### src/common/interconnect_pkg.sv
package interconnect_pkg;

  // stream and frame widths
  localparam int data_w  = 16;
  localparam int addr_w  = 2;
  localparam int frame_w = 1 + addr_w + data_w;

  // request: write-valid, response: response-valid
  localparam int frame_valid_bit = frame_w - 1;

  // crossbar control word, bit 1 selects the input and bit 0 the output
  localparam int cfg_w = 2;

  // transform size
  localparam int wht_points = 4;

  // router destinations, one per frame address
  typedef enum logic [addr_w-1:0] {
    addr_loop_data = 2'd0,
    addr_out_data  = 2'd1,
    addr_in_cfg    = 2'd2,
    addr_out_cfg   = 2'd3
  } addr_t;

  typedef enum logic [1:0] {
    wht_collect,
    wht_compute,
    wht_emit
  } wht_state_t;

  typedef enum logic [1:0] {
    spi_idle,
    spi_shift,
    spi_done
  } spi_state_t;

endpackage
### src/hdl/stream_crossbar.sv
module stream_crossbar #(
  parameter int N_INPUTS  = 2,
  parameter int N_OUTPUTS = 2
) (
  input  logic                                  clk,
  input  logic                                  rst_n,
  input  logic                                  recv_val [N_INPUTS],
  output logic                                  recv_rdy [N_INPUTS],
  input  logic [interconnect_pkg::data_w-1:0]   recv_msg [N_INPUTS],
  output logic                                  send_val [N_OUTPUTS],
  input  logic                                  send_rdy [N_OUTPUTS],
  output logic [interconnect_pkg::data_w-1:0]   send_msg [N_OUTPUTS],
  input  logic                                  control_val,
  output logic                                  control_rdy,
  input  logic [interconnect_pkg::cfg_w-1:0]    control
);
  import interconnect_pkg::*;

  localparam int IN_W  = (N_INPUTS > 1) ? $clog2(N_INPUTS) : 1;
  localparam int OUT_W = (N_OUTPUTS > 1) ? $clog2(N_OUTPUTS) : 1;

  logic [IN_W-1:0]  in_sel;
  logic [OUT_W-1:0] out_sel;

  // a new selection can always be taken
  assign control_rdy = 1'b1;

  always_ff @(posedge clk) begin
    if (!rst_n) begin
      in_sel  <= '0;
      out_sel <= '0;
    end else if (control_val && control_rdy) begin
      // indices wrap to the number of ports
      in_sel  <= IN_W'(int'(control[1]) % N_INPUTS);
      out_sel <= OUT_W'(int'(control[0]) % N_OUTPUTS);
    end
  end

  always_comb begin
    for (int o = 0; o < N_OUTPUTS; o++) begin
      send_val[o] = 1'b0;
      send_msg[o] = recv_msg[in_sel];
    end
    for (int i = 0; i < N_INPUTS; i++) begin
      recv_rdy[i] = 1'b0;
    end
    // one path through, unselected ports stay idle
    send_val[out_sel] = recv_val[in_sel];
    recv_rdy[in_sel]  = send_rdy[out_sel];
  end

endmodule

### config.mk
export PLATFORM = sky130hd
export DESIGN_NAME = stream_crossbar
export DESIGN_NICKNAME = d
export VERILOG_FILES = /design/src/common/interconnect_pkg.sv /design/src/hdl/stream_crossbar.sv
export SDC_FILE = /design/constraint.sdc
export NUM_CORES = 1
export LEC_CHECK = 0
export ABC_AREA = 1
export BUFFER_PORTS_ARGS = -buffer_cell sky130_fd_sc_hd__buf_2
export CAP_MARGIN = 5
export CELL_PAD_IN_SITES_DETAIL_PLACEMENT = 1
export CELL_PAD_IN_SITES_GLOBAL_PLACEMENT = 1
export CORE_ASPECT_RATIO = 0.8
export CORE_MARGIN = 5
export CORE_UTILIZATION = 14
export DETAILED_ROUTE_END_ITERATION = 6
export GPL_ROUTABILITY_DRIVEN = 0
export HOLD_SLACK_MARGIN = 0.12
export PLACE_DENSITY = 0.87
export SLEW_MARGIN = 20
export SYNTH_ARGS = -nofsm -noshare
export SYNTH_HDL_FRONTEND = slang
export SYNTH_SLANG_ARGS = --single-unit
### constraint.sdc
create_clock -name clk -period 1.5 [get_ports clk]
set_clock_uncertainty 0.2 [all_clocks]
set_input_delay 0.3 -clock clk [delete_from_list [all_inputs] [get_ports clk]]
set_output_delay 0.3 -clock clk [all_outputs]
set_load 0.005 [all_outputs]
# == Yosys cells after proc, flatten, opt, wreduce, memory -nomap -nowiden ==
# Index checks and enable logic that the tools add are counted.
# op_classes
n_lt_le_gt_ge,4
reduce_logical,2
div,0
multipliers,0
bitwise_logic,4
addsub,0
shift,0
mux,13
eq_ne,0
# ops
cell,n
2-to-1 mux 16 bit,3
2-to-1 mux 1 bit,8
AND 2 bit,2
">= comparator 2 bit, second input constant",2
"< comparator 2 x 1 -> 1 bit, second input constant",2
NOT 1 -> 2 bit,2
demux 1 bit (select 1 bit),2
logical AND 1 bit,2
# word_totals
mem_bits_rw,0
register_bits,2
output_inout_bits,37
mem_bits_ro,0
latchBits,0
memories,0
word_cells,25

# == Longest topological paths before layout ==
# Gate-level depths: netlist of run 1.
# logic_depth
depth_word,6
mapped_depth,5
mapped_depth_nobuf,4

# == Worst setup path after synthesis of run 1 ==
# No wires, ideal clock.
# synth_timing
kind,register to output
from,reg in_sel
to,out send_msg[22] (netlist name)
setup_slack_ps,184
path_stages_with_launch,6
n_path_buf,3
t_arrival_ps,816
required_time_ps,1000
cell_sequence,dfxtp_1 > buf_6 > buf_12 > nand2_1 > nand2_1 > buf_4
# synth_lines
element,line_no,source
"start, declared",stream_crossbar.sv:22,logic [IN_W-1:0] in_sel;
"start signal, assigned",stream_crossbar.sv:34,in_sel <= IN_W'(int'(control[1]) % N_INPUTS);
"end, declared",stream_crossbar.sv:12,"output logic [interconnect_pkg::data_w-1:0] send_msg [N_OUTPUTS],"

==> impl_metrics.ini, run 1 <==
[global_route]
grt_max_degree = 19
overflow = 0
grt.busiest_layer = met2
grt_util_met2 = 0.169
use_met1 = 0.0822
grt_usage = 0.0881
use_met3 = 0.0360
grt_pass1_vias = 826
antenna_found_initial = 0
grt_first_pass_wirelength_um = 3520

[layout]
fin_nets = 201
fillCellCount = 471
area_growth_pct = 80.0
layout-drive-gt1-share = 0.589
diodes = 0

[yosys]
yosysSeqAreaShare = 0.0821
synthTopCellsByArea = nand2_1 (41%), buf_4 (26%), dfxtp_1 (8.2%)
yosys-mux-area-fraction = 0
synthXorXnorAreaFrac = 0
synth_compound_area_frac = 0.0205
synth_top_family_by_area = simple AND/OR/NAND/NOR gates
synth_simple_gate_area_share = 0.482
synthesis.instances = 94
synth_cell_types = 12
yosysWarnings = 0
ys_seq_elements = 2
synth.avg_cell_area_um2 = 5.19
synthAdderAreaFrac = 0
synth_top_area_share = 0.408
synth_area_um2 = 488
syn_nets = 135
synth_area_leader_cell = nand2_1

[placement]
post-place-ws_ns = 0.0928
portBuffers = 76
dpl.hpwl_um = 1750

[pwr]
p_leak_nw = 0.587
power.switching_mw = 0.170
switching_share = 0.319
power_frac_seq = 0.119
power_frac_clock = 0.398
internal_power_mw = 0.363
p_comb_frac = 0.483
peakVddDrop_v = 0.000336
p_per_area_nw_per_um2 = 607

[setup_path]
worst-r2r-cell-count = 3
r2r_end = in_sel
cp-end-kind = output pin
cp.arrival_ns = 1.00
timing.rr.start = in_sel
path_class = reg -> out
required_ns = 1.00
rrSetupSlack_ns = 0.49
cp_max_fo = 6
worstSetupStartpointType = flop

[die]
die_area_um2 = 4770
coreArea_um2 = 3400
start_util = 0.144
die_height_um = 62.8
row_count = 19
io_pins = 78
die_w_um = 76.0

[clock_tree]
clk_latency_ns = 0.21
cts_htree_levels = 1
cts-buffers-inserted = 3
cts_root_buffer = clkbuf_8
cts_sinks = 2
cts_buffer_depth = 2
clkTransAtPathRegs_ns = 0.03
tritoncts = done
cts_setup_buffers = 0

[timing]
rsz0062_at_grt = yes
period_share = 0.999
clock.fmax_mhz = 667
setup_viol = 0
period_minus_slack_ns = 1.50
slew_violations = 0
setup_slack_ns = 0.00143
whs_ns = 0.133
hold_viol_final = 0

[route]
ant_nets = 0
drc_errors = 0
wirelength_um = 2070
dr.pass1.iters = 4
vias = 745
drt-initial-drc-count = 8
drt-vias-per-instance = 3.73
wire_per_inst_um = 10.3

[hold_path]
hp-class = in -> reg
hp-start = rst_n
worstHoldEndpoint = out_sel
whs_path_depth = 3

[outcome]
status = finished clean

[flow_run]
cap_violations = 0
## routing by layer
| layer | part of all wire | wire length [µm] |
|---|---|---|
| met5 | 0 | 0 |
| met4 | 0 | 0 |
| met3 | 0.13 | 266 |
| met2 | 0.51 | 1060 |
| met1 | 0.36 | 743 |
## synth_stat cells (all sizes together)
library cell and n:
nand2 54, buf 19, nor2 8, inv 7
dfxtp 2, o21ai 2, clkbuf 1, conb 1
## flip-flops by register name, summed over array words and instances, names as in the netlist
name / flops
in_sel: 1
out_sel: 1
## placed cells by master (no fill, tap or decap)
| cell type | netlist | final |
|---|---|---|
| buf_2 | 0 | 75 |
| nand2_1 | 53 | 47 |
| nand2_2 | 1 | 7 |
| nor2_1 | 8 | 7 |
| inv_1 | 6 | 6 |
| clkbuf_8 | 1 | 3 |
| buf_6 | 1 | 3 |
| o21ai_0 | 2 | 2 |
| dlygate4sd3_1 | 0 | 2 |
| dfxtp_4 | 0 | 2 |
| inv_8 | 0 | 1 |
| nor2_2 | 0 | 1 |
| conb_1 | 1 | 1 |
| buf_4 | 17 | 1 |
## final cells by class
type,instances,area [µm²],area share
Multi-Input combinational cell,65,267,0.303
Inverter,7,33.8,0.0385
Tap cell,42,52.6,0.0598
Timing Repair Buffer,81,437,0.497
Clock buffer,3,41.3,0.0470
Sequential cell,2,47.5,0.0541
## through the flow
| step | cell area, µm² | total power [mW] | setup TNS (ns) | utilization | instances |
|---|---|---|---|---|---|
| floorplan | 488 | 0.221 | 0 | - | 94 |
| global placement | 763 | 0.299 | 0 | 0.225 | 194 |
| detailed placement | 763 | 0.305 | 0 | 0.225 | 194 |
| CTS | 853 | 0.541 | -0.0560 | 0.251 | 200 |
| global route | 878 | 0.591 | -1.56 | 0.258 | 200 |
| finish | 878 | 0.533 | 0 | 0.258 | 200 |
## worst max-delay path by stage
stage / from / to / slack [ns] / depth (start not counted)
2_1_floorplan: in_sel / send_msg[22] / 0.18 / 5
3_3_place_gp: in_sel / send_val[1] / 0.12 / 5
3_5_place_dp: in_sel / send_val[1] / 0.09 / 5
4_1_cts: in_sel / send_val[1] / -0.03 / 5
5_1_grt: in_sel / send_msg[6] / -0.06 / 4
6_report: in_sel / send_val[0] / 0.001 / 5
## logic make-up after synthesis
| kind of cell | count (synthesis) |
|---|---|
| other cells | 1 |
| flops | 2 |
| buf+inv | 27 |
| simple gates | 62 |
| compound gates | 2 |
## repair_timing
action,CTS,global route
hold endpoints to repair,2,0
endpoints found under the setup margin,35,36
hold buffers,2,0
pin swaps,3,8
gates resized for setup,9,9
gates cloned,1,0
## worst max-delay path, stage by stage (launching register included)
cell and delay (ns):
dfxtp_4 0.36, buf_6 0.14, nand2_2 0.05, nand2_2 0.05, nor2_1 0.07, buf_2 0.11
## power by group through the flow
stage / combinational (mW) / sequential, mW / clock (mW)
after floorplan: 0.160 / 0.0607 / 0
after global placement: 0.237 / 0.0617 / 0
after detailed placement: 0.243 / 0.0618 / 0
after CTS: 0.256 / 0.0637 / 0.221
after global routing: 0.296 / 0.0651 / 0.229
final: 0.257 / 0.0637 / 0.212
(Power assumes the default switching activity.)
==> inputs of run 2 (changes only) <==
GPL_TIMING_DRIVEN = 0   (was unset)
==> run 2 against run 1 <==
  * The flow now finishes with violations (negative setup slack)
  * Non-clock buffer count is 21 higher
  * Worst setup slack worse by 0.18 ns
  * Sequential cell count stayed put
  * First-iteration DRC count is 63% lower
  * Via count is 16% higher
  * Combinational power is 91% higher
  * Hold slack worse by 0.0073 ns
  * Utilization is 15 points higher
  * Critical path depth is 1 higher
  * Sequential share of layout area is 2.1 points lower
  * Die area stayed put
  * Highest routed layer is now met4
==> impl_metrics.ini, run 2 (same netlist as run 1, synthesis figures left out) <==
[die]
coreArea_um2 = 3400
io_pins = 78
die_w_um = 76.0
die_height_um = 62.8
start_util = 0.144
die_area_um2 = 4770
row_count = 19

[setup_path]
cp-end-kind = output pin
timing.rr.start = in_sel
critPathMaxStageDelay_ns = 0.35
cp.arrival_ns = 1.18
required_ns = 1.00
rrSetupSlack_ns = 0.49
cp_max_fo = 6
crit_path_top_delay_cell = dfxtp_4
worst-r2r-cell-count = 3
worstSetupStartpointType = flop
path_cells = buf_8 -> buf_12 -> nand2_4 -> nand2_4 -> buf_6 -> buf_6
startpoint = in_sel
path_class = reg -> out

[outcome]
violations = negative setup slack
status = complete, but fails checks

[timing]
setup_viol = 31
slew_violations = 0
clock.fmax_mhz = 597
setup_slack_ns = -0.175
hold_viol_final = 0
rsz0062_at_grt = yes
fin_tns_setup_ns = -3.00
period_share = 1.12
period_minus_slack_ns = 1.68

[global_route]
grt_usage = 0.103
grt_first_pass_wirelength_um = 4060
grt_pass1_vias = 931
antenna_found_initial = 0
grt_max_degree = 11
overflow = 0

[hold_path]
whs_path_depth = 3
hp-start = control[1]
hp-class = in -> reg

[pwr]
p_per_area_nw_per_um2 = 557
internal_power_mw = 0.523
p_comb_frac = 0.640
switching_share = 0.318
power_frac_clock = 0.278
p_leak_nw = 0.835
power_frac_seq = 0.082
power.switching_mw = 0.244
peakVddDrop_v = 0.000635

[clock_tree]
cts_sinks = 2
cts_htree_levels = 1
cts_root_buffer = clkbuf_8
clk_latency_ns = 0.21
cts-buffers-inserted = 3
tritoncts = done
cts_buffer_depth = 2
clkTransAtPathRegs_ns = 0.03

[flow_run]
cap_violations = 0

[layout]
top_regs = in_sel: 1 flops, out_sel: 1 flops
seqCellArea_um2 = 45.0
layout-drive-gt1-share = 0.771
area_growth_pct = 182
final_cell_mix = buf_2 (59), buf_6 (30), nand2_1 (23)
diodes = 0
fin_cells = 221
fin_nets = 222
multi_input_area_um2 = 414
fillCellCount = 431
mostFrequentLayoutCell = buf_2

[route]
drt-initial-drc-count = 3
drt-vias-per-instance = 3.90
dr.pass1.iters = 2
ant_nets = 0
wire_per_inst_um = 12.5
drc_errors = 0
wirelength_um = 2750
vias = 861

[placement]
dpl.cell_count = 212
portBuffers = 76
dpl.hpwl_um = 1910
-- run 2: cell types whose count changed in the layout (fill, tap and decap cells not counted), sizes merged --
cell / change
clkbuf: +1
dlygate4sd3: -1
buf: +21
-- run 2: metrics by stage --
step | worst slack (ns) | cell area [µm²] | power [mW] | utilization | hold WS (ns)
2_1_floorplan | 0.184 | 488 | 0.221 | - | 0.235
3_3_place_gp | 0.0202 | 921 | 0.368 | 0.271 | 0.328
3_5_place_dp | -0.00273 | 921 | 0.378 | 0.271 | 0.330
4_1_cts | -0.177 | 1250 | 0.726 | 0.369 | 0.121
5_1_grt | -0.225 | 1380 | 0.828 | 0.404 | 0.148
6_report | -0.175 | 1380 | 0.766 | 0.404 | 0.126
-- run 2: path summary, 6_finish.rpt --
path / endpoint
setup / recovery: send_msg[28]
hold / removal: in_sel
setup reg to reg: in_sel
hold reg to reg: out_sel
-- run 2: cell type report --
type	count	area share
multi-input cells	65	0.301
repair buffers	82	0.411
flip-flops and latches	2	0.0328
clock buffers	3	0.0300
inverters	7	0.0227
plain buffers	20	0.164
well taps	42	0.0382
-- run 2: timing repair --
action	in CTS	in global routing
setup buffers	2	0
hold endpoints to repair	1	0
pin swaps	23	10
gates cloned	2	1
hold buffers	1	0
resized for setup	59	26
setup endpoints to repair	30	36
-- run 2: metal layers --
layer,vias to the layer above,GRT usage,wire length [µm]
met3,2,0.0274,183
met4,0,0.0267,19
met5,-,0,0
met2,47,0.213,1540
met1,384,0.0968,1010
li1,428,-,-
-- run 2: power by group through the flow --
stage | clock network (mW) | registers, mW | logic, mW
after global placement | 0 | 0.0615 | 0.307
after detailed placement | 0 | 0.0618 | 0.316
after global routing | 0.231 | 0.0643 | 0.533
final | 0.213 | 0.0628 | 0.491
after CTS | 0.223 | 0.0621 | 0.442
after floorplan | 0 | 0.0607 | 0.160
-- run 2: critical path: cells and delay by family (launching register included) --
family	cells	cell delay, ns
buffers and inverters	4	0.49
and+or+nand+nor	2	0.11
DFF	1	0.35
