===== src/common/interconnect_pkg.sv =====
package interconnect_pkg;

  // stream and frame widths
  localparam int data_w  = 16;
  localparam int addr_w  = 2;
  localparam int frame_w = 1 + addr_w + data_w;

  // request: write-valid, response: response-valid
  localparam int frame_valid_bit = frame_w - 1;

  // crossbar control word, bit 1 selects the input and bit 0 the output
  localparam int cfg_w = 2;

  // transform size
  localparam int wht_points = 4;

  // router destinations, one per frame address
  typedef enum logic [addr_w-1:0] {
    addr_loop_data = 2'd0,
    addr_out_data  = 2'd1,
    addr_in_cfg    = 2'd2,
    addr_out_cfg   = 2'd3
  } addr_t;

  typedef enum logic [1:0] {
    wht_collect,
    wht_compute,
    wht_emit
  } wht_state_t;

  typedef enum logic [1:0] {
    spi_idle,
    spi_shift,
    spi_done
  } spi_state_t;

endpackage

===== src/spi/spi_minion.sv =====
module spi_minion (
  input  logic                                                       clk,
  input  logic                                                       rst_n,
  input  logic                                                       cs,
  input  logic                                                       sclk,
  input  logic                                                       mosi,
  output logic                                                       miso,
  output logic                                                       recv_val,
  input  logic                                                       recv_rdy,
  output logic [interconnect_pkg::addr_w+interconnect_pkg::data_w-1:0] recv_msg,
  input  logic                                                       send_val,
  output logic                                                       send_rdy,
  input  logic [interconnect_pkg::data_w:0]                          send_msg,
  output logic                                                       minion_parity
);
  import interconnect_pkg::*;

  localparam int CNT_W = $clog2(frame_w + 1);

  // stages 0 and 1 synchronize, stage 2 is kept for edge detection
  logic [2:0] cs_sync;
  logic [2:0] sclk_sync;
  logic [1:0] mosi_sync;

  logic cs_fall;
  logic cs_rise;
  logic sclk_rise;
  logic sclk_fall;
  logic frame_end;
  logic recv_free;

  spi_state_t state;
  logic [CNT_W-1:0] bit_cnt;
  logic [frame_w-1:0] shift_in;
  logic [frame_w-1:0] shift_out;

  always_ff @(posedge clk) begin
    if (!rst_n) begin
      cs_sync   <= '1;
      sclk_sync <= '0;
      mosi_sync <= '0;
    end else begin
      cs_sync   <= {cs_sync[1:0], cs};
      sclk_sync <= {sclk_sync[1:0], sclk};
      mosi_sync <= {mosi_sync[0], mosi};
    end
  end

  assign cs_fall   = cs_sync[2] & ~cs_sync[1];
  assign cs_rise   = ~cs_sync[2] & cs_sync[1];
  assign sclk_rise = ~sclk_sync[2] & sclk_sync[1];
  assign sclk_fall = sclk_sync[2] & ~sclk_sync[1];

  // only a frame with all bits clocked in counts at cs rise
  assign frame_end = (state == spi_done) && cs_rise;
  assign recv_free = !recv_val || recv_rdy;

  always_ff @(posedge clk) begin
    if (!rst_n) begin
      state   <= spi_idle;
      bit_cnt <= '0;
    end else begin
      case (state)
        spi_idle: begin
          if (cs_fall) begin
            state   <= spi_shift;
            bit_cnt <= '0;
          end
        end
        spi_shift: begin
          if (cs_rise) begin
            state <= spi_idle;
          end else if (sclk_rise) begin
            bit_cnt <= bit_cnt + 1'b1;
            if (bit_cnt == CNT_W'(frame_w - 1)) begin
              state <= spi_done;
            end
          end
        end
        spi_done: begin
          if (cs_rise) begin
            state <= spi_idle;
          end
        end
        default: state <= spi_idle;
      endcase
    end
  end

  // mosi sampled on rising sclk, msb first
  always_ff @(posedge clk) begin
    if (state == spi_shift && sclk_rise) begin
      shift_in <= {shift_in[frame_w-2:0], mosi_sync[1]};
    end
  end

  // response is taken from the arbiter only at cs fall
  assign send_rdy = (state == spi_idle) && cs_fall;

  always_ff @(posedge clk) begin
    if (!rst_n) begin
      shift_out <= '0;
    end else if (send_rdy) begin
      shift_out <= send_val ? {1'b1, 1'b0, send_msg} : '0;
    end else if (state != spi_idle && sclk_fall) begin
      shift_out <= {shift_out[frame_w-2:0], 1'b0};
    end
  end

  assign miso = shift_out[frame_w-1];

  always_ff @(posedge clk) begin
    if (!rst_n) begin
      recv_val      <= 1'b0;
      minion_parity <= 1'b0;
    end else begin
      if (recv_val && recv_rdy) begin
        recv_val <= 1'b0;
      end
      if (frame_end) begin
        minion_parity <= ^shift_in;
        // a write that overruns a pending frame is dropped
        if (shift_in[frame_valid_bit] && recv_free) begin
          recv_val <= 1'b1;
        end
      end
    end
  end

  always_ff @(posedge clk) begin
    if (frame_end && shift_in[frame_valid_bit] && recv_free) begin
      recv_msg <= shift_in[frame_valid_bit-1:0];
    end
  end

endmodule


===== config.mk =====
export PLATFORM = sky130hd
export DESIGN_NAME = spi_minion
export DESIGN_NICKNAME = d
export VERILOG_FILES = /design/src/common/interconnect_pkg.sv /design/src/spi/spi_minion.sv
export SDC_FILE = /design/constraint.sdc
export NUM_CORES = 1
export LEC_CHECK = 0
export BUFFER_PORTS_ARGS = -buffer_cell sky130_fd_sc_hd__buf_2
export CORE_UTILIZATION = 50
export CTS_CLUSTER_SIZE = 40
export DETAILED_ROUTE_END_ITERATION = 8
export HOLD_SLACK_MARGIN = 0.08
export PLACE_DENSITY = 0.83
export SYNTH_ARGS = -nofsm -noshare
export SYNTH_HDL_FRONTEND = slang
export SYNTH_SLANG_ARGS = --single-unit

===== constraint.sdc =====
create_clock -name clk -period 2.58 [get_ports clk]
set_input_delay 0.516 -clock clk [delete_from_list [all_inputs] [get_ports clk]]
set_output_delay 0.516 -clock clk [all_outputs]
set_load 0.01 [all_outputs]

== Word-level counts from Yosys, hierarchy flattened ==
Cells that the tools add are included.
Word-level totals
  latch bits: 0
  bits in writable memories: 0
  memory bits (read-only): 0
  output and inout port bits: 22
  memories kept: 0
  word-level logic and storage cells: 61
  flip-flop bits (word level): 73
  bits of input ports: 24
Cells by class
  divide/modulo/power cells: 0
  magnitude comparators: 0
  mux-type cells: 16
  reduce and logical (&&, ||, !) cells: 17
  equal/unequal tests: 9
  bitwise operators: 8
  multipliers: 0
  shifts and indexed selects: 0
  add/subtract/negate cells: 1
Operators with widths (number)
  $mux 19: 3
  $reduce_xor 19->1: 1
  $mux 5: 3
  $mux 2: 5
  $pmux 5 s2: 1
  $logic_and 1x1->1: 8
  $ne 2x2->1 const B: 4
  $reduce_and 4->1: 2
  $ne 3x3->1 const B: 2
  $pmux 2 s3: 1
  $reduce_bool 2->1: 3
  $add 5x1->5 const B: 1
  $eq 5x5->1 const B: 1
  $and 1x1->1: 4
  $not 1->1: 4
  $mux 1: 3
  $eq 2x1->1 const B: 1
  $eq 2x2->1 const B: 1
  $logic_not 2->1: 1
  $logic_not 1->1: 1
  $logic_or 1x1->1: 1

== Logic depth before layout (Yosys ltp) ==
Gate-level depths: netlist of run 1.
  depth in word-level cells: 5
  gate-level depth with buffers: 6
  mapped depth without buffers: 5

== Worst setup path after synthesis of run 1 ==
OpenSTA, ideal clock, no wires.
  path kind: register to register
  from: reg state[1]
  to: reg shift_in[0], enable pin
  buffers on the path: 1
  data required time: 2161 ps
  arrival time: 1973 ps
  cell stages (with the launch flop): 4
  period minus slack after synthesis: 2392 ps
  path slack: 188 ps
  setup time: 419 ps
  cells stage by stage: dfxtp_1 buf_2 nand2b_1 nor3_1
On the way
  word-level cells in the longest chain between the ends: 2
RTL lines
  start: declaration: line spi_minion.sv:32  | spi_state_t state;
  start signal: assignment: line spi_minion.sv:60  | state <= spi_idle;
  start signal: assignment: line spi_minion.sv:66  | state <= spi_shift;
  start signal: assignment: line spi_minion.sv:72  | state <= spi_idle;
  $eq 2x1->1: line spi_minion.sv:92  | if (state == spi_shift && sclk_rise) begin
  $logic_and 1x1->1: line spi_minion.sv:92
  end signal: assignment: line spi_minion.sv:93  | shift_in <= {shift_in[frame_w-2:0], mosi_sync[1]};
  end: declaration: line spi_minion.sv:34  | logic [frame_w-1:0] shift_in;
Every way passes these cells.
A chain may end at the register's enable or synchronous reset.

== Final worst setup path of run 1 ==
  from: reg state[1]
  to: out send_rdy
On the way
  word-level cells in the longest chain between the ends: 2
RTL lines
  $logic_not 2->1: line spi_minion.sv:98  | assign send_rdy = (state == spi_idle) && cs_fall;
  $logic_and 1x1->1: line spi_minion.sv:98
  end: declaration: line spi_minion.sv:12  | output logic send_rdy,
Every way passes these cells.

==> results.toml, run 1 <==
[routing]
viasPerCell = 5.140
num_vias = 1768
drc = 0
dr.pass1.iters = 4
wirelength_um = 4761
routedWlPerCell_um = 13.84
drt.antenna.violating_nets = 0
first_iter_violations = 104

[timing]
setup_tns_ns = 0
max_slew_margin = 0.5181
setup_viol = 0
layout_worst_path_cycle_share = 0.8364
finalCriticalPeriod_ns = 2.158
rsz0062_at_grt = "no"
timing.fmax_mhz = 463.4
hold_viol = 0
finalMaxSlewViolations = 0
skew_ns = 0.007608
worstMarginPinSlew_ns = 0.7190

[finish]
seq_area_um2 = 1832
multiInputGateArea_um2 = 962.2
finalNonFillerCells = 344
final_util = 0.6075
design_area_um2 = 3366
syn_to_final_growth_pct = 16.70
drive_gt1_frac = 0.2831
num_antenna_cells = 0
nNetsFinal = 293
nFillCells = 446

[floorplanning]
ioPinCount = 46
start_util = 0.5206
num_rows = 27
chipHeight_um = 77.95
dieArea_um2 = 6075
chipWidth_um = 77.95
fp.coreArea_um2 = 5540

[yosys]
synth_mux_area_frac = 0.05900
synth_nets = 245
synth_area_leader_cell = "edfxtp_1"
synth-compound-area-share = 0.1154
avgSynthCellArea_um2 = 13.17
synth_simple_gate_area_frac = 0.08633
syn_area_um2 = 2884
synth_top_family_by_area = "compound AO/OA/AOI/OAI gates"
synthDistinctLibCells = 34
ys_seq_elements = 73
synth_xor_area_frac = 0.06247
synthAdderAreaFrac = 0.008677
synth_area_leaders = "edfxtp_1, dfxtp_1, mux2i_1, xnor2_1, a211oi_2"
synth_top_area_share = 0.3852
yosysWarnings = 0
postSynthCellCount = 219
ys_seq_area_frac = 0.6351

[cts]
cts_setup_buffers = 0
cts_buffer_depth = 2
cts_sinks = 73
hold_buffers = 0
numCtsBuffers = 9
ctsResizeCount = 0
cts_max_level = 3
cts_tree = "yes"
root_buffer = "clkbuf_8"
clk_latency_ns = 0.34
path_clk_slew_ns = 0.07

[setup_path]
crit_path_max_fanout = 38
crit_required_ns = 2.06
endpoint_kind = "output pin"
crit_arrival_ns = 1.64
startpoint_type = "flip-flop"
crit_type = "reg2out"

[worst_hold_path]
min_path_type = "in2reg"

[global_routing]
grt_usage = 0.1704
grt_max_degree = 39
antenna_found_initial = 0
first_global_vias = 1614
grt_pass1_wl_um = 7679
grt_overflow_total = 0

[power_and_ir_drop]
p_leak_nw = 1.347
max-vdd-ir-drop_mv = 0.4049
power.density_nw_per_um2 = 666.7
finalPower_mw = 2.244

[placement]
gp_congestion = 0.8031
hpwl_um = 3084
io_buffers = 45
placed_area_um2 = 3158
place_inst = 328

[status]
outcome = "completed"

[run]
drv_cap = 0
[path summary, 6_finish.rpt]
path / slack (ns) / cells past startpoint / endpoint / start
max: 0.42 / 3 / send_rdy / state[1]$_SDFFE_PN0P_
min: 0.35 / 2 / cs_sync[0]$_SDFF_PN1_ / cs
max reg2reg: 0.73 / 3 / shift_in[4]$_DFFE_PP_ / state[1]$_SDFFE_PN0P_
min reg2reg: 0.41 / 0 / shift_in[0]$_DFFE_PP_ / mosi_sync[1]$_SDFF_PN0_
[cell type report]
type	instances	share of cell area
Multi-Input combinational cell	129	0.2859
Sequential cell	73	0.5442
Timing Repair Buffer	49	0.07584
Inverter	5	0.005576
Clock buffer	13	0.05019
Clock inverter	3	0.01152
Tap cell	72	0.02677
[cell usage after synthesis (all sizes together)]
library cell	number
a211oi	17
a21oi	20
a31oi	3
and2	4
and3	2
buf	7
clkbuf	5
dfxtp	36
edfxtp	37
ha	2
inv	5
mux2i	17
nand2	5
nand2b	8
nand3	4
nand3b	1
nand4	2
nor2	12
nor2b	1
nor3	4
nor3b	2
o211ai	1
o21ai	3
o221ai	1
or3	1
xnor2	15
xnor3	1
xor2	3
[registers in the layout, indices dropped and copies added, names as in the netlist]
name,cells
bit_cnt,5
minion_parity,1
cs_sync,3
shift_out,19
sclk_sync,3
shift_in,19
recv_val,1
recv_msg,18
mosi_sync,2
state,2
[layer usage]
metal	up-vias	wire (um)	global-route usage
li1	892	-	-
met1	829	2201	0.2152
met2	37	2202	0.2619
met3	10	231	0.04000
met4	0	126	0.1111
met5	-	0	0
[per-stage QoR]
step / setup slack (ns) / hold WS, ns
after floorplan: 0.1877 / 0.3855
after global placement: 0.8139 / 0.3874
after detailed placement: 0.7042 / 0.3929
after CTS: 0.4222 / 0.3427
after global routing: 0.3171 / 0.3537
final: 0.4221 / 0.3510
[placed cells by master (no fill, tap or decap)]
| master | synthesis | routed |
|---|---|---|
| buf_2 | 1 | 45 |
| edfxtp_1 | 37 | 37 |
| dfxtp_1 | 36 | 36 |
| a21oi_1 | 20 | 20 |
| mux2i_1 | 17 | 17 |
| xnor2_1 | 15 | 15 |
| nor2_1 | 12 | 12 |
| clkbuf_8 | 0 | 12 |
| a211oi_2 | 10 | 10 |
| nand2b_1 | 8 | 8 |
| a211oi_1 | 7 | 7 |
| inv_1 | 5 | 5 |
| nand2_1 | 5 | 5 |
| nand3_1 | 4 | 4 |
| and2_1 | 4 | 4 |
| buf_4 | 1 | 4 |
| a31oi_1 | 3 | 3 |
| nor3_1 | 4 | 3 |
| o21ai_0 | 3 | 3 |
| xor2_1 | 3 | 3 |
| and3_1 | 2 | 2 |
| nand4_1 | 2 | 2 |
| ha_1 | 2 | 2 |
| or3_4 | 1 | 1 |
| nor3_2 | 0 | 1 |
| nor2b_1 | 1 | 1 |
| nor3b_2 | 1 | 1 |
| nor3b_1 | 1 | 1 |
| o211ai_2 | 1 | 1 |
| xnor3_1 | 1 | 1 |
| nand3b_1 | 1 | 1 |
| o221ai_1 | 1 | 1 |
| clkbuf_1 | 4 | 1 |
| bufinv_16 | 0 | 1 |
| clkinv_2 | 0 | 1 |
| clkinv_1 | 0 | 1 |
[report_power, final]
| part | switching (mW) | total (mW) | internal [mW] |
|---|---|---|---|
| Combinational | 0.0499 | 0.0930 | 0.0431 |
| Sequential | 0.0121 | 1.24 | 1.23 |
| Clock | 0.387 | 0.909 | 0.521 |
[worst max-delay path: stages, from the launching register on]
cell,delay [ns]
dfxtp_1,0.41
or3_4,0.62
inv_1,0.13
buf_2,0.14
[kinds of logic (layout without fill, tap and decap cells)]
group,Yosys count,count (layout)
buffers and inverters,17,70
AOI/OAI and AO/OA,45,45
and+or+nand+nor,46,46
adders and majority gates,2,2
muxes,17,17
DFF,73,73
xor gates and xnor gates,19,19
Power figures use the tool's default switching activity.
==> inputs of run 2 (changes only) <==
==> constraint.sdc (replaced) <==
create_clock -name clk -period 1.7 [get_ports clk]
set_input_delay 0.34 -clock clk [delete_from_list [all_inputs] [get_ports clk]]
set_output_delay 0.34 -clock clk [all_outputs]
set_load 0.01 [all_outputs]
==> run 2 against run 1 <==
  * Critical path depth increased by 1
  * Setup slack got worse by 0.39 ns
  * Flip-flop and latch count unchanged
  * Sequential power is 52% higher
  * Cell count up 1.2%
  * Power grew 53%
  * Sequential share of layout area shrank 1.3 points
  * Core utilization is 1.6 points higher
  * Via count up 0.68%
  * Non-clock buffer count is 5 higher
  * Wire length grew 2.1%
  * Largest power group unchanged
  * Highest routed layer unchanged
==> results.toml, run 2 (synthesis results as in run 1) <==
[status]
outcome = "completed"

[cts]
cts_sinks = 73
cts_tree = "yes"
path_clk_slew_ns = 0.06
cts_buffer_depth = 2
clk_latency_ns = 0.34
numCtsBuffers = 9
cts_max_level = 3
root_buffer = "clkbuf_8"

[timing]
setup_tns_ns = 0
max_slew_margin = 0.6601
finalMaxSlewViolations = 0
worstMarginPinSlew_ns = 0.5074
hold_viol = 0
finalCriticalPeriod_ns = 1.667
skew_ns = 0.009690
layout_worst_path_cycle_share = 0.9806
rsz0062_at_grt = "yes"
hold_ws_ns = 0.1816
timing.fmax_mhz = 599.9
setup_viol = 0

[power_and_ir_drop]
power.density_nw_per_um2 = 993.7
p_leak_nw = 1.383
max-vdd-ir-drop_mv = 0.6494
finalPower_mw = 3.434

[routing]
dr.pass1.iters = 4
drc = 0
wirelength_um = 4861
viasPerCell = 5.115
routedWlPerCell_um = 13.97
num_vias = 1780
drt.antenna.violating_nets = 0
first_iter_violations = 99

[finish]
layout_common_cells = "buf_2, edfxtp_1, dfxtp_1"
nNetsFinal = 298
num_antenna_cells = 0
drive_gt1_frac = 0.3043
mostFrequentLayoutCell = "buf_2"
largest_registers = "shift_in (19), shift_out (19), recv_msg (18)"
final_util = 0.6238
design_area_um2 = 3456
syn_to_final_growth_pct = 19.83

[floorplanning]
fp.coreArea_um2 = 5540
dieArea_um2 = 6075
ioPinCount = 46
chipWidth_um = 77.95
chipHeight_um = 77.95
num_rows = 27
start_util = 0.5206

[global_routing]
grt_max_degree = 25
antenna_found_initial = 0
first_global_vias = 1686
grt_overflow_total = 0
grt_pass1_wl_um = 8086
grt_usage = 0.1791

[placement]
placed_area_um2 = 3224
io_buffers = 45
gp_congestion = 0.7924
hpwl_um = 3071

[setup_path]
crit_path_max_fanout = 2
startpoint_type = "flip-flop"
crit_required_ns = 1.36
crit_type = "reg2out"
endpoint_kind = "output pin"
crit_arrival_ns = 1.33

[run]
drv_cap = 0

[worst_hold_path]
min_path_type = "in2reg"
==> run 2: cell types whose count changed in the layout (fill, tap and decap cells not counted), sizes merged <==
cell    delta
buf        +5
bufinv     +1
clkbuf     -2
==> run 2: routing by layer <==
layer	GRT usage	wire length [um]	up-vias
li1	-	-	896
met5	0	0	-
met3	0.05176	200	12
met1	0.2354	2339	835
met4	0.1000	110	0
met2	0.2655	2211	37
==> run 2: per-stage QoR <==
| stage | cells | setup slack, ns |
|---|---|---|
| after floorplan | 219 | 0.01689 |
| after global placement | 331 | 0.2203 |
| after detailed placement | 331 | 0.1616 |
| after CTS | 348 | -0.003687 |
| after global routing | 348 | -0.01728 |
| final | 348 | 0.03293 |
==> run 2: timing repair <==
item                                    in CTS  in global routing
hold buffers                                 0                  0
setup buffers                                2                  0
gates resized for setup                      4                  1
hold endpoints to repair                     0                  0
endpoints found under the setup margin       1                  2
pin swaps                                    1                  1
==> run 2: worst max-delay path, stage by stage, from the launching register on <==
cell      delay (ns)
dfxtp_2         0.33
nand2b_4        0.13
or3_4           0.37
inv_2           0.07
buf_6           0.09
==> run 2: power by group <==
group	internal, mW	switching, mW	leakage [nW]	total (mW)
combinational	0.0733	0.0804	0.657	0.154
clock	0.812	0.582	0.101	1.39
sequential	1.87	0.0195	0.626	1.89
total	2.75	0.682	1.38	3.43
==> run 2: final timing paths <==
kind                                                  end                   from  cells past startpoint  slack (ns)
worst max-delay path                             send_rdy  cs_sync[1]$_SDFF_PN1_                      4        0.03
worst min-delay path                cs_sync[0]$_SDFF_PN1_                     cs                      2        0.18
worst max register to register  shift_out[3]$_SDFFE_PN0P_  cs_sync[1]$_SDFF_PN1_                      6        0.10
worst min register to register      cs_sync[1]$_SDFF_PN1_  cs_sync[0]$_SDFF_PN1_                      1        0.41
==> run 2: final cells by class <==
cell class	count	area (um2)
Tap cell	72	90.09
Timing Repair Buffer	54	336.6
Clock buffer	11	131.4
Multi-Input combinational cell	129	975.9
Fill cell	412	2085
Sequential cell	73	1834
Inverter	5	18.77
Clock inverter	4	68.82
