**config.mk**
```make
export PLATFORM = sky130hd
export DESIGN_NAME = wht_unit
export DESIGN_NICKNAME = d
export VERILOG_FILES = /design/src/common/interconnect_pkg.sv /design/src/transform/wht_unit.sv
export SDC_FILE = /design/constraint.sdc
export NUM_CORES = 1
export LEC_CHECK = 0
export BUFFER_PORTS_ARGS = -buffer_cell sky130_fd_sc_hd__clkbuf_2
export CAP_MARGIN = 40
export CORE_UTILIZATION = 50
export DETAILED_ROUTE_END_ITERATION = 10
export PLACE_DENSITY = 0.67
export SKIP_CTS_REPAIR_TIMING = 1
export SYNTH_ARGS = -nofsm -noshare
export SYNTH_HDL_FRONTEND = slang
export SYNTH_SLANG_ARGS = --single-unit
export TNS_END_PERCENT = 10
```
**constraint.sdc**
```tcl
create_clock -name clk -period 4.2 [get_ports clk]
set_input_delay 0.21 -clock clk [delete_from_list [all_inputs] [get_ports clk]]
set_output_delay 0.21 -clock clk [all_outputs]
set_load 0.03 [all_outputs]
```
**src/common/interconnect_pkg.sv**
```systemverilog
package interconnect_pkg;

  // stream and frame widths
  localparam int data_w  = 16;
  localparam int addr_w  = 2;
  localparam int frame_w = 1 + addr_w + data_w;

  // request: write-valid, response: response-valid
  localparam int frame_valid_bit = frame_w - 1;

  // crossbar control word, bit 1 selects the input and bit 0 the output
  localparam int cfg_w = 2;

  // transform size
  localparam int wht_points = 4;

  // router destinations, one per frame address
  typedef enum logic [addr_w-1:0] {
    addr_loop_data = 2'd0,
    addr_out_data  = 2'd1,
    addr_in_cfg    = 2'd2,
    addr_out_cfg   = 2'd3
  } addr_t;

  typedef enum logic [1:0] {
    wht_collect,
    wht_compute,
    wht_emit
  } wht_state_t;

  typedef enum logic [1:0] {
    spi_idle,
    spi_shift,
    spi_done
  } spi_state_t;

endpackage
```
**src/transform/wht_unit.sv**
```systemverilog
module wht_unit (
  input  logic                                clk,
  input  logic                                rst_n,
  input  logic                                recv_val,
  output logic                                recv_rdy,
  input  logic [interconnect_pkg::data_w-1:0] recv_msg,
  output logic                                send_val,
  input  logic                                send_rdy,
  output logic [interconnect_pkg::data_w-1:0] send_msg
);
  import interconnect_pkg::*;

  localparam int CNT_W = $clog2(wht_points);

  wht_state_t state;
  logic [CNT_W-1:0] cnt;

  logic [data_w-1:0] x [wht_points];
  logic [data_w-1:0] y [wht_points];

  // first butterfly stage
  logic [data_w-1:0] sum_ab;
  logic [data_w-1:0] dif_ab;
  logic [data_w-1:0] sum_cd;
  logic [data_w-1:0] dif_cd;

  logic last;

  assign recv_rdy = (state == wht_collect);
  assign send_val = (state == wht_emit);
  assign send_msg = y[cnt];

  assign last = (cnt == CNT_W'(wht_points - 1));

  assign sum_ab = x[0] + x[1];
  assign dif_ab = x[0] - x[1];
  assign sum_cd = x[2] + x[3];
  assign dif_cd = x[2] - x[3];

  always_ff @(posedge clk) begin
    if (!rst_n) begin
      state <= wht_collect;
      cnt   <= '0;
    end else begin
      case (state)
        wht_collect: begin
          if (recv_val && recv_rdy) begin
            cnt <= cnt + 1'b1;
            if (last) begin
              state <= wht_compute;
            end
          end
        end
        wht_compute: begin
          state <= wht_emit;
          cnt   <= '0;
        end
        wht_emit: begin
          if (send_rdy) begin
            cnt <= cnt + 1'b1;
            if (last) begin
              state <= wht_collect;
            end
          end
        end
        default: state <= wht_collect;
      endcase
    end
  end

  always_ff @(posedge clk) begin
    if (state == wht_collect && recv_val) begin
      x[cnt] <= recv_msg;
    end
  end

  // second butterfly stage, everything wraps at data_w bits
  always_ff @(posedge clk) begin
    if (state == wht_compute) begin
      y[0] <= sum_ab + sum_cd;
      y[1] <= dif_ab + dif_cd;
      y[2] <= sum_ab - sum_cd;
      y[3] <= dif_ab - dif_cd;
    end
  end

endmodule

```
Word-level counts from Yosys, hierarchy flattened

Memory sizes are Yosys's and may differ from the RTL's. A register that Yosys moved wholly into a read port is not among the register bits.
Index checks and enable logic that the tools add are counted.

Bits in latches: 0
Register bits: 4
Word-level logic and storage cells: 39
Bits in read-only memories: 0
Memories: 2
Memory bits (writable): 128

Eq/ne operators: 7
Mux-type cells: 14
Divide/modulo/power cells: 0
Bitwise logic cells: 0
Multipliers: 0
Reductions and logical operators: 5
Shifts and indexed selects: 0
Order comparisons: 0
Add/subtract/negate cells: 9

Memories:

| memory | depth | bits a word | read ports | clocked after Yosys merged registers in | write ports | line           | RTL |
|---|---|---|---|---|---|---|---|
| x      | 4     | 16          | 4          | 0                                       | 1           | wht_unit.sv:18 | `logic [data_w-1:0] x [wht_points];` |
| y      | 4     | 16          | 1          | 1                                       | 4           | wht_unit.sv:19 | `logic [data_w-1:0] y [wht_points];` |

Operators by type and width:

| operator                                                        | count |
|---|---|
| 16-bit adder                                                    | 4 |
| 16-bit subtractor                                               | 4 |
| 2-bit 2-to-1 mux                                                | 8 |
| 2-bit one-hot mux with 3 select lines                           | 2 |
| 2-bit by 1-bit != test with 1-bit output, second input constant | 4 |
| 2-bit == test, second input constant                            | 2 |
| 1-bit 2-to-1 mux                                                | 4 |
| 4-bit AND reduction                                             | 1 |
| 3-bit AND reduction                                             | 1 |
| 3-bit nonzero test                                              | 1 |
| 2-bit by 1-bit adder with 2-bit output, second input constant   | 1 |
| 2-bit by 1-bit == test with 1-bit output, second input constant | 1 |
| 2-bit zero test                                                 | 1 |
| 1-bit logical AND                                               | 1 |

Depth between registers and ports, before layout

Gate-level depths: netlist (run 1).

Depth in word-level cells: 6
Gate-level depth with buffers: 20
Depth with buffers taken out: 19

Worst setup path before layout (run 1)

No wires, ideal clock.

Path type: register -> register
Start: memory x[2][0]
End: memory y[1][15], data pin
Stages on the path, launching flop included: 20
Slack: 0.335 ns
Library setup time: 0.265 ns
Required time: 3.935 ns
Data arrival time: 3.600 ns
Period minus slack after synthesis: 3.865 ns
Cell sequence: edfxtp_1 inv_1 ha_1 inv_1 fa_1 a21oi_1 o21ai_0 o41a_1 a21oi_1 xnor2_1 ha_1 clkbuf_1 a21o_1 a21oi_1 nor2_1 a21oi_1 nand2_1 o41ai_1 o21ai_0 xor2_1

RTL lines:

| item            | line |
|---|---|
| start, declared | wht_unit.sv:18 |
| end, declared   | wht_unit.sv:19 |

==> flow_summary.json, run 1 <==
{
  "wl_met1_um": 10200,
  "clock_power_share_pct": 30.4,
  "synth_ff_type": "edfxtp_1",
  "antenna_left": 0,
  "fmax_ghz": 0.246,
  "instances_no_fill": 1279,
  "regArea_um2": 3900,
  "fin_nets": 1153,
  "yosys_register_bits": 132,
  "ir_worst_vdd_v": 0.000300,
  "first_pass_iters": 6,
  "drc_errors": 0,
  "cts_buffers": 17,
  "grt-ovfl-total": 0,
  "syn_nets": 1118,
  "place.port_buffers": 37,
  "ys_seq_area_share_pct": 38.8,
  "via_per_inst": 5.38,
  "period_needed_ns": 4.06,
  "dr_wl_met3_um": 671,
  "cpPeakStageDelay_ns": 0.54,
  "hold_start": "recv_msg[15]",
  "diodes": 0,
  "yosysWarningCount": 0,
  "switching_share_pct": 33.4,
  "relSlewSlack_pct": 42.5,
  "die_y_um": 144,
  "fill_cells": 1659,
  "drive_gt1_share_pct": 13.4,
  "min_path_cells": 1,
  "setup_slack_ns": 0.139,
  "dp_cells": 1247,
  "die_w_um": 144,
  "grtUsageTotal_pct": 20.6,
  "cp-start-kind": "flip-flop",
  "worstPathArrival_ns": 4.22,
  "cp-end-kind": "flip-flop",
  "r2r_slack_ns": 0.14,
  "gp_congestion": 0.890,
  "rsz0062_at_grt": "true",
  "cp_top_family": "compound AO/OA/AOI/OAI gates",
  "clkTransAtPathRegs_ns": 0.06,
  "worst_pin_slew_ns": 0.862,
  "start_util_pct": 51.3,
  "wl_met2_um": 9000,
  "skew_ns": 0.00847,
  "h-tree-depth": 4,
  "critPathSlowestCell": "or4_1",
  "syn_inst": 966,
  "vias": 6886,
  "multi_input_area_um2": 5660,
  "highest_layer": "met4",
  "crit_cells": 17,
  "post_drt_wl_per_cell_um": 15.8,
  "power.leakage_uw": 0.00456,
  "setup-violations-final": 0,
  "reg2regPathDepth": 17,
  "antenna_found_initial": 0,
  "required_ns": 4.36,
  "grt_pass1_wl_um": 32300,
  "comb_power_share_pct": 37.5,
  "path_class": "reg2reg",
  "crit_chain": "ha_1, inv_1, fa_1, o21bai_1, a211oi_1, o311ai_1, a21oi_1, nor2_1, o21ba_2, nor2_1, xnor2_1, buf_4, ha_1, or4_1, o21ai_1, o22ai_1, xnor2_1",
  "syn_to_final_growth_pct": 11.7,
  "drtIter0Drc": 393,
  "clock_latency_ns": 0.42,
  "slew_violations": 0,
  "yosysUniqueCellTypes": 68,
  "p_per_area_nw_per_um2": 454,
  "dp_hpwl_um": 15800,
  "synth-edff-count": 126,
  "sequentialPowerShare_pct": 32.1,
  "dp_slack_ns": 0.0181,
  "min_to": "x[2][15]$_DFFE_PP_",
  "clockBufferDepth": 2,
  "reg2reg_from": "x[1][0]$_DFFE_PP_",
  "syn_area_um2": 10100,
  "final.setup.tns_ns": 0,
  "io_pins": 38,
  "min_path_type": "in2reg",
  "syn_area_per_cell_um2": 10.4,
  "crit_buf_inv": 2,
  "grt_pass1_vias": 6558,
  "period_share_pct": 96.7,
  "cts.sinks": 132,
  "async_flop_share_pct": 0,
  "cts_tree": "yes",
  "status": "finished, final reports clean",
  "cap_violations": 0,
  "grt_max_degree": 64,
  "cts_root_buf": "clkbuf_16",
  "die_area_um2": 20700,
  "p_sw_uw": 1700,
  "path_max_fanout": 2,
  "core_um2": 19600,
  "wl_um": 20200,
  "internal-power_uw": 3390,
  "r2r-end": "y[2][15]$_DFFE_PP_",
  "std_cell_rows": 51,
  "hold_viol": 0
}
==> cell usage after synthesis, types with 9 or more instances <==
cell,n,area (µm²)
a211oi_1,12,90.1
a21o_1,11,82.6
a21oi_1,82,410
clkbuf_1,23,86.3
edfxtp_1,126,3780
ha_1,124,1550
inv_1,105,394
mux4_2,15,338
nand2_1,19,71.3
nand2b_1,21,131
nor2_1,83,312
nor2b_1,17,106
nor3_1,20,100
o21a_1,9,67.6
o21ai_0,29,145
o21bai_1,25,188
xnor2_1,86,753
xor2_1,27,236
==> metal layers <==
layer  track usage [%]  vias to the layer above
met5                 0                        -
met4              6.22                        0
met3              3.70                       33
met2              32.6                      142
met1              28.7                     3241
li1                  -                     3470
==> sequential cells by signal, indices dropped and copies added, names as in the netlist, named ones only <==
register  cells
x            64
y            62
cnt           2
state         2
==> kinds of logic (layout without fill, tap and decap cells) <==
group / count (synthesis) / after routing / share of synthesized area [%]
fa+ha+maj: 132 / 132 / 17.0
flops: 132 / 132 / 38.8
compound gates: 228 / 228 / 15.2
xor+xnor: 114 / 114 / 10.0
buf+inv: 143 / 191 / 5.64
mux: 17 / 17 / 3.57
simple gates: 200 / 200 / 9.77
==> how the worst max path moves through the flow <==
stage                           start            endpoint
global placement    x[2][0]$_DFFE_PP_  y[1][15]$_DFFE_PP_
CTS                 x[2][0]$_DFFE_PP_  y[1][15]$_DFFE_PP_
finish              x[1][0]$_DFFE_PP_  y[2][15]$_DFFE_PP_
global route        x[2][0]$_DFFE_PP_  y[1][15]$_DFFE_PP_
detailed placement  x[2][0]$_DFFE_PP_  y[1][15]$_DFFE_PP_
floorplan           x[2][0]$_DFFE_PP_  y[1][15]$_DFFE_PP_
==> worst register-to-register path: stages, from the launching register on <==
cell and delay, ns:
edfxtp_1 0.36, ha_1 0.17, inv_1 0.06, fa_1 0.46, o21bai_1 0.21, a211oi_1 0.14
o311ai_1 0.36, a21oi_1 0.17, nor2_1 0.12, o21ba_2 0.17, nor2_1 0.06, xnor2_1 0.12
buf_4 0.15, ha_1 0.31, or4_1 0.55, o21ai_1 0.18, o22ai_1 0.10, xnor2_1 0.14
==> metrics by stage <==
step	power [µW]	util, %	hold WS (ns)	area [µm²]
global placement	3490	53.7	0.426	10500
global route	5360	57.3	0.00607	11200
detailed placement	3520	53.8	0.435	10500
finish	5090	57.3	0.00390	11200
CTS	5080	57.0	-0.00286	11200
floorplan	3070	-	0.309	10100
==> power by group through the flow <==
stage,logic (µW),clock network (µW),registers (µW)
6_report,1910,1550,1640
5_1_grt,2100,1620,1640
4_1_cts,1880,1560,1640
3_5_place_dp,1860,0,1660
3_3_place_gp,1820,0,1670
2_1_floorplan,1420,0,1650
==> cell type report <==
class / count / area share, %
Clock buffer: 17 / 3.79
Timing Repair Buffer: 53 / 2.85
Multi-Input combinational cell: 691 / 50.4
Tap cell: 265 / 2.95
Sequential cell: 132 / 34.8
Inverter: 106 / 3.54
Clock inverter: 15 / 1.68
==> cells in the final DEF, fill, tap and decap left out, types with 12 or more instances in the layout <==
cell	n
clkbuf_2	37
a21oi_1	78
o21ai_0	28
o21bai_1	24
inv_1	104
nor3_1	20
a211oi_1	12
nand2b_1	21
nand2_1	19
nor2b_1	16
edfxtp_1	126
mux4_2	15
buf_4	14
xor2_1	25
xnor2_1	86
clkbuf_16	17
ha_1	123
nor2_1	83
(Power assumes the default switching activity.)
==> run 2, diff against run 1 <==
--- a/config.mk
+++ b/config.mk
@@ -7,9 +7,11 @@
 export LEC_CHECK = 0
 export BUFFER_PORTS_ARGS = -buffer_cell sky130_fd_sc_hd__clkbuf_2
 export CAP_MARGIN = 40
-export CORE_UTILIZATION = 50
+export CELL_PAD_IN_SITES_DETAIL_PLACEMENT = 2
+export CELL_PAD_IN_SITES_GLOBAL_PLACEMENT = 2
+export CORE_UTILIZATION = 42
 export DETAILED_ROUTE_END_ITERATION = 10
-export PLACE_DENSITY = 0.67
+export PLACE_DENSITY_LB_ADDON = 0.1
 export SKIP_CTS_REPAIR_TIMING = 1
 export SYNTH_ARGS = -nofsm -noshare
 export SYNTH_HDL_FRONTEND = slang
==> flow_summary.json, run 2 (synthesis results as in run 1) <==
{
  "path_class": "reg2reg",
  "drive_gt1_share_pct": 17.6,
  "period_share_pct": 97.6,
  "required_ns": 4.35,
  "gp_congestion": 0.813,
  "die_w_um": 157,
  "fmax_ghz": 0.244,
  "dp_hpwl_um": 21800,
  "critPathSlowestCell": "or4_1",
  "instances_no_fill": 1361,
  "crit_chain": "ha_1, or2_2, o211ai_1, a31oi_1, a21oi_2, o21bai_1, a21oi_1, xor2_2, ha_1, or4_1, o21ai_1, o22ai_1, xnor2_1",
  "cts_tree": "yes",
  "die_area_um2": 24600,
  "cts_buffers": 17,
  "status": "finished, final reports clean",
  "first_pass_iters": 4,
  "p_per_area_nw_per_um2": 465,
  "path_max_fanout": 4,
  "die_y_um": 157,
  "crit_top_cell": "ha_1",
  "fin_nets": 1181,
  "skew_ns": 0.0130,
  "largest_reg_flops": 64,
  "cts_root_buf": "clkbuf_16",
  "layout_commonest_cell": "edfxtp_1",
  "p_total_uw": 5410,
  "period_needed_ns": 4.10,
  "slew_violations": 0,
  "start_util_pct": 42.8,
  "std_cell_rows": 56,
  "hold_viol": 0,
  "vias": 7312,
  "cp-start-kind": "flip-flop",
  "min_path_type": "in2reg",
  "largestRegisters": "x (64), y (62)",
  "clockBufferDepth": 2,
  "clkTransAtPathRegs_ns": 0.06,
  "cts.sinks": 132,
  "grt_pass1_vias": 7992,
  "diodes": 0,
  "worst_pin_slew_ns": 0.861,
  "grtUsageTotal_pct": 24.3,
  "dp_cells": 1322,
  "post_drt_wl_per_cell_um": 20.8,
  "clock_latency_ns": 0.43,
  "io_pins": 38,
  "fill_cells": 2412,
  "cp-end-kind": "flip-flop",
  "grt_pass1_wl_um": 44700,
  "drc_errors": 0,
  "power.leakage_uw": 0.00474,
  "wl_um": 28300,
  "placed_area_um2": 10800,
  "antenna_left": 0,
  "setup-violations-final": 0,
  "grt-ovfl-total": 0,
  "final_cell_mix": "edfxtp_1, ha_1, inv_1, nor2_1, xnor2_1",
  "syn_to_final_growth_pct": 15.8,
  "cap_violations": 0,
  "relSlewSlack_pct": 42.6,
  "ir_worst_vdd_v": 0.000249,
  "rsz0062_at_grt": "true",
  "regMostFlops": "x",
  "final_cell_area_um2": 11600,
  "core_um2": 23500,
  "place.port_buffers": 37,
  "drtIter0Drc": 240,
  "r2r_slack_ns": 0.10,
  "cpPeakStageDelay_ns": 0.52,
  "h-tree-depth": 4,
  "via_per_inst": 5.37,
  "worstPathArrival_ns": 4.25,
  "grt_max_degree": 64,
  "antenna_found_initial": 1
}
## run 2: cell count changes in the layout (fill, tap and decap cells not counted), moves of 3 or more
cell,change
buf_4,+22
a211oi_1,-3
a211oi_2,+3
a21oi_2,+5
clkinv_2,-3
xnor2_1,-3
xnor2_2,+3
dlygate4sd3_1,+5
a21oi_1,-5
inv_6,+4
## run 2: worst paths after layout
check | startpoint | end | cells past startpoint
worst max-delay path | x[0][1]$_DFFE_PP_ | y[2][15]$_DFFE_PP_ | 13
worst min-delay path | recv_msg[10] | x[0][10]$_DFFE_PP_ | 1
worst max register to register | x[0][1]$_DFFE_PP_ | y[2][15]$_DFFE_PP_ | 13
worst min register to register | state[1]$_SDFFE_PN0P_ | state[0]$_SDFFE_PN0P_ | 2
## run 2: where the power goes
part	internal (µW)	total (µW)	leakage (µW)	switching (µW)
clock network	945	1580	0.000293	638
registers	1610	1640	0.00119	32.4
logic	887	2190	0.00325	1300
## run 2: layout make-up
type	count	area [µm²]	share of cell area, %
clock inverters	13	173	1.48
well taps	319	399	3.43
flip-flops and latches	132	3900	33.5
clock buffers	19	433	3.72
repair buffers	81	563	4.84
multi-input cells	691	5770	49.6
inverters	106	398	3.42
## run 2: metal layers
metal	global-route usage [%]	up-vias	share of wire (%)
met5	0	-	0
met3	2.69	29	1.5
met2	40.6	88	48
met4	7.52	0	1.5
li1	-	3523	-
met1	33.0	3672	49
## run 2: worst max-delay path: cells and delay by family, from the launching register on
kind / cells / cell delay [ns]
XOR/XNOR: 2 / 0.48
AND/OR/NAND/NOR: 2 / 0.83
flip-flops: 1 / 0.47
AO/OA/AOI/OAI: 7 / 1.48
adder cells (fa/ha/maj): 2 / 0.57
## run 2: stage by stage
stage	util (%)	setup TNS, ns	worst slack [ns]	hold slack (ns)
3_3_place_gp	45.7	0	0.100	0.427
4_1_cts	48.5	-0.517	-0.182	-0.0236
5_1_grt	49.6	-0.122	-0.0564	0.00667
3_5_place_dp	46.0	-0.0554	-0.0353	0.431
6_report	49.6	0	0.102	0.00203
2_1_floorplan	-	0	0.335	0.309
==> run 3, diff against run 2 <==
--- a/config.mk
+++ b/config.mk
@@ -5,14 +5,17 @@
 export SDC_FILE = /design/constraint.sdc
 export NUM_CORES = 1
 export LEC_CHECK = 0
+export ABC_AREA = 1
 export BUFFER_PORTS_ARGS = -buffer_cell sky130_fd_sc_hd__clkbuf_2
 export CAP_MARGIN = 40
 export CELL_PAD_IN_SITES_DETAIL_PLACEMENT = 2
 export CELL_PAD_IN_SITES_GLOBAL_PLACEMENT = 2
-export CORE_UTILIZATION = 42
+export CORE_UTILIZATION = 39
+export CTS_CLUSTER_DIAMETER = 80
 export DETAILED_ROUTE_END_ITERATION = 10
 export PLACE_DENSITY_LB_ADDON = 0.1
 export SKIP_CTS_REPAIR_TIMING = 1
+export SLEW_MARGIN = 20
 export SYNTH_ARGS = -nofsm -noshare
 export SYNTH_HDL_FRONTEND = slang
 export SYNTH_SLANG_ARGS = --single-unit
==> flow_summary.json, run 3 <==
{
  "status": "finished, final reports clean",
  "rsz0062_at_grt": "false",
  "synthTopCellsByArea": "edfxtp_1, ha_1, nand2_1",
  "diodes": 0,
  "largestRegisters": "x (64), y (62)",
  "min_path_cells": 1,
  "synth_ff_type": "edfxtp_1",
  "layout_commonest_cell": "nand2_1",
  "cts_root_buf": "clkbuf_16",
  "relSlewSlack_pct": 58.1,
  "clkTransAtPathRegs_ns": 0.07,
  "yosys_register_bits": 132,
  "clock_latency_ns": 0.43,
  "r2r-end": "y[0][15]$_DFFE_PP_",
  "reg2regPathDepth": 15,
  "synth_top_area_share_pct": 34.7,
  "internal-power_uw": 3060,
  "h-tree-depth": 4,
  "yosys-top-cells-count": "nand2_1, inv_1, edfxtp_1",
  "crit_chain": "ha_1, inv_1, a21oi_1, o21ai_0, a21oi_1, xor2_1, ha_1, a21oi_1, o21ai_0, nand2_1, nand3b_1, a21oi_1, inv_1, nand2_1, nand2_1",
  "vias": 9041,
  "critPathSlowestCell": "ha_1",
  "clock_power_share_pct": 30.5,
  "via_per_inst": 5.22,
  "hold_start": "recv_msg[14]",
  "path_class": "reg2reg",
  "core_um2": 27200,
  "grtUsageTotal_pct": 26.2,
  "setup-violations-final": 0,
  "whs_ns": 0.0169,
  "min_path_type": "in2reg",
  "cts.sinks": 132,
  "cp-start-kind": "flip-flop",
  "syn_area_um2": 10900,
  "crit_buf_inv": 2,
  "yosysWarningCount": 0,
  "syn_to_final_growth_pct": 10.6,
  "post_drt_wl_per_cell_um": 20.9,
  "skew_ns": 0.0140,
  "yosysUniqueCellTypes": 48,
  "synth-edff-count": 126,
  "fin_nets": 1499,
  "sequentialPowerShare_pct": 30.6,
  "grt_pass1_vias": 10100,
  "die_w_um": 169,
  "drive_gt1_share_pct": 10.9,
  "r2r_slack_ns": 0.33,
  "async_flop_share_pct": 0,
  "period_share_pct": 92.2,
  "slew_violations": 0,
  "die_y_um": 169,
  "cts_tree": "yes",
  "crit_top_cell": "a21oi_1",
  "p_per_area_nw_per_um2": 436,
  "cpPeakStageDelay_ns": 0.44,
  "power.leakage_uw": 0.00564,
  "std_cell_rows": 60,
  "syn_inst": 1318,
  "io_pins": 38,
  "synth_area_leader_cell": "edfxtp_1",
  "grt_pass1_wl_um": 56200,
  "drc_errors": 0,
  "place.port_buffers": 37,
  "p_sw_uw": 2200,
  "grt-ovfl-total": 0,
  "syn_area_per_cell_um2": 8.28,
  "period_needed_ns": 3.87,
  "clockBufferDepth": 2,
  "gp_congestion": 0.905,
  "die_area_um2": 28600,
  "reg2reg_from": "x[0][7]$_DFFE_PP_",
  "worst_pin_slew_ns": 0.626,
  "start_util_pct": 40.1,
  "largest_reg_flops": 64,
  "cts_buffers": 17,
  "wl_um": 36200,
  "required_ns": 4.38,
  "syn_nets": 1470,
  "cp-end-kind": "flip-flop",
  "cp_top_family": "compound AO/OA/AOI/OAI gates",
  "dp_cells": 1699,
  "ir_worst_vdd_v": 0.000220,
  "comb_power_share_pct": 38.9,
  "antenna_left": 0,
  "grt_max_degree": 65,
  "p_total_uw": 5260,
  "final.setup.tns_ns": 0,
  "ys_seq_area_share_pct": 35.8,
  "dp_hpwl_um": 29400,
  "synth_most_common_cell": "nand2_1",
  "regMostFlops": "x",
  "cap_violations": 0,
  "path_max_fanout": 9,
  "final_cell_mix": "nand2_1, inv_1, edfxtp_1, ha_1, nor2_1",
  "first_pass_iters": 5,
  "min_to": "x[1][14]$_DFFE_PP_",
  "worstPathArrival_ns": 4.05,
  "crit_cells": 15,
  "switching_share_pct": 41.8,
  "drtIter0Drc": 355,
  "fmax_ghz": 0.258,
  "antenna_found_initial": 0,
  "hold_viol": 0,
  "instances_no_fill": 1732
}
==> run 3: power groups by stage <==
stage	Sequential, µW	Clock [µW]	Combinational, µW
2_1_floorplan	1630	0	1350
3_3_place_gp	1640	0	1930
3_5_place_dp	1640	0	2010
4_1_cts	1610	1630	2040
5_1_grt	1610	1680	2240
6_report	1610	1600	2040
==> run 3: per-stage QoR <==
stage | cell area (µm²) | utilization [%] | setup WS [ns]
6_report | 12100 | 44.4 | 0.326
5_1_grt | 12100 | 44.4 | 0.0665
4_1_cts | 12000 | 44.3 | 0.247
3_5_place_dp | 11400 | 42.0 | 0.308
3_3_place_gp | 11400 | 42.0 | 0.429
2_1_floorplan | 10900 | - | 0.507
==> run 3: cells by family after synthesis <==
kind of cell / Yosys count / synth area share, %
adder cells (fa/ha/maj): 132 / 15.7
AND/OR/NAND/NOR: 475 / 18.5
flip-flops: 132 / 35.8
AO/OA/AOI/OAI: 224 / 12.1
XOR/XNOR: 104 / 8.49
buffers and inverters: 251 / 9.38
==> run 3: area by class of cell <==
class	count	area, µm²
sequential	132	3900
inverter	211	792
clock inverter	15	183
fill	3116	15100
timing repair buffer	50	303
multi-input combinational	935	5990
tap	372	465
clock buffer	17	425
==> run 3: worst max-delay path by stage <==
stage | slack, ns | startpoint | end
2_1_floorplan | 0.51 | state[0]$_SDFFE_PN0P_ | flip-flop
3_3_place_gp | 0.43 | x[1][1]$_DFFE_PP_ | y[0][15]$_DFFE_PP_
3_5_place_dp | 0.31 | x[1][1]$_DFFE_PP_ | y[0][15]$_DFFE_PP_
4_1_cts | 0.25 | x[1][1]$_DFFE_PP_ | y[0][15]$_DFFE_PP_
5_1_grt | 0.07 | x[0][3]$_DFFE_PP_ | y[3][15]$_DFFE_PP_
6_report | 0.33 | x[0][7]$_DFFE_PP_ | y[0][15]$_DFFE_PP_
==> run 3: per-layer routing <==
layer  share of wire (%)  GRT usage, %  routed length (µm)
met4                 2.6          9.13                 943
met5                   0             0                   0
met1                  44          31.8               16000
met2                  52          48.2               18700
met3                 1.3          2.17                 487
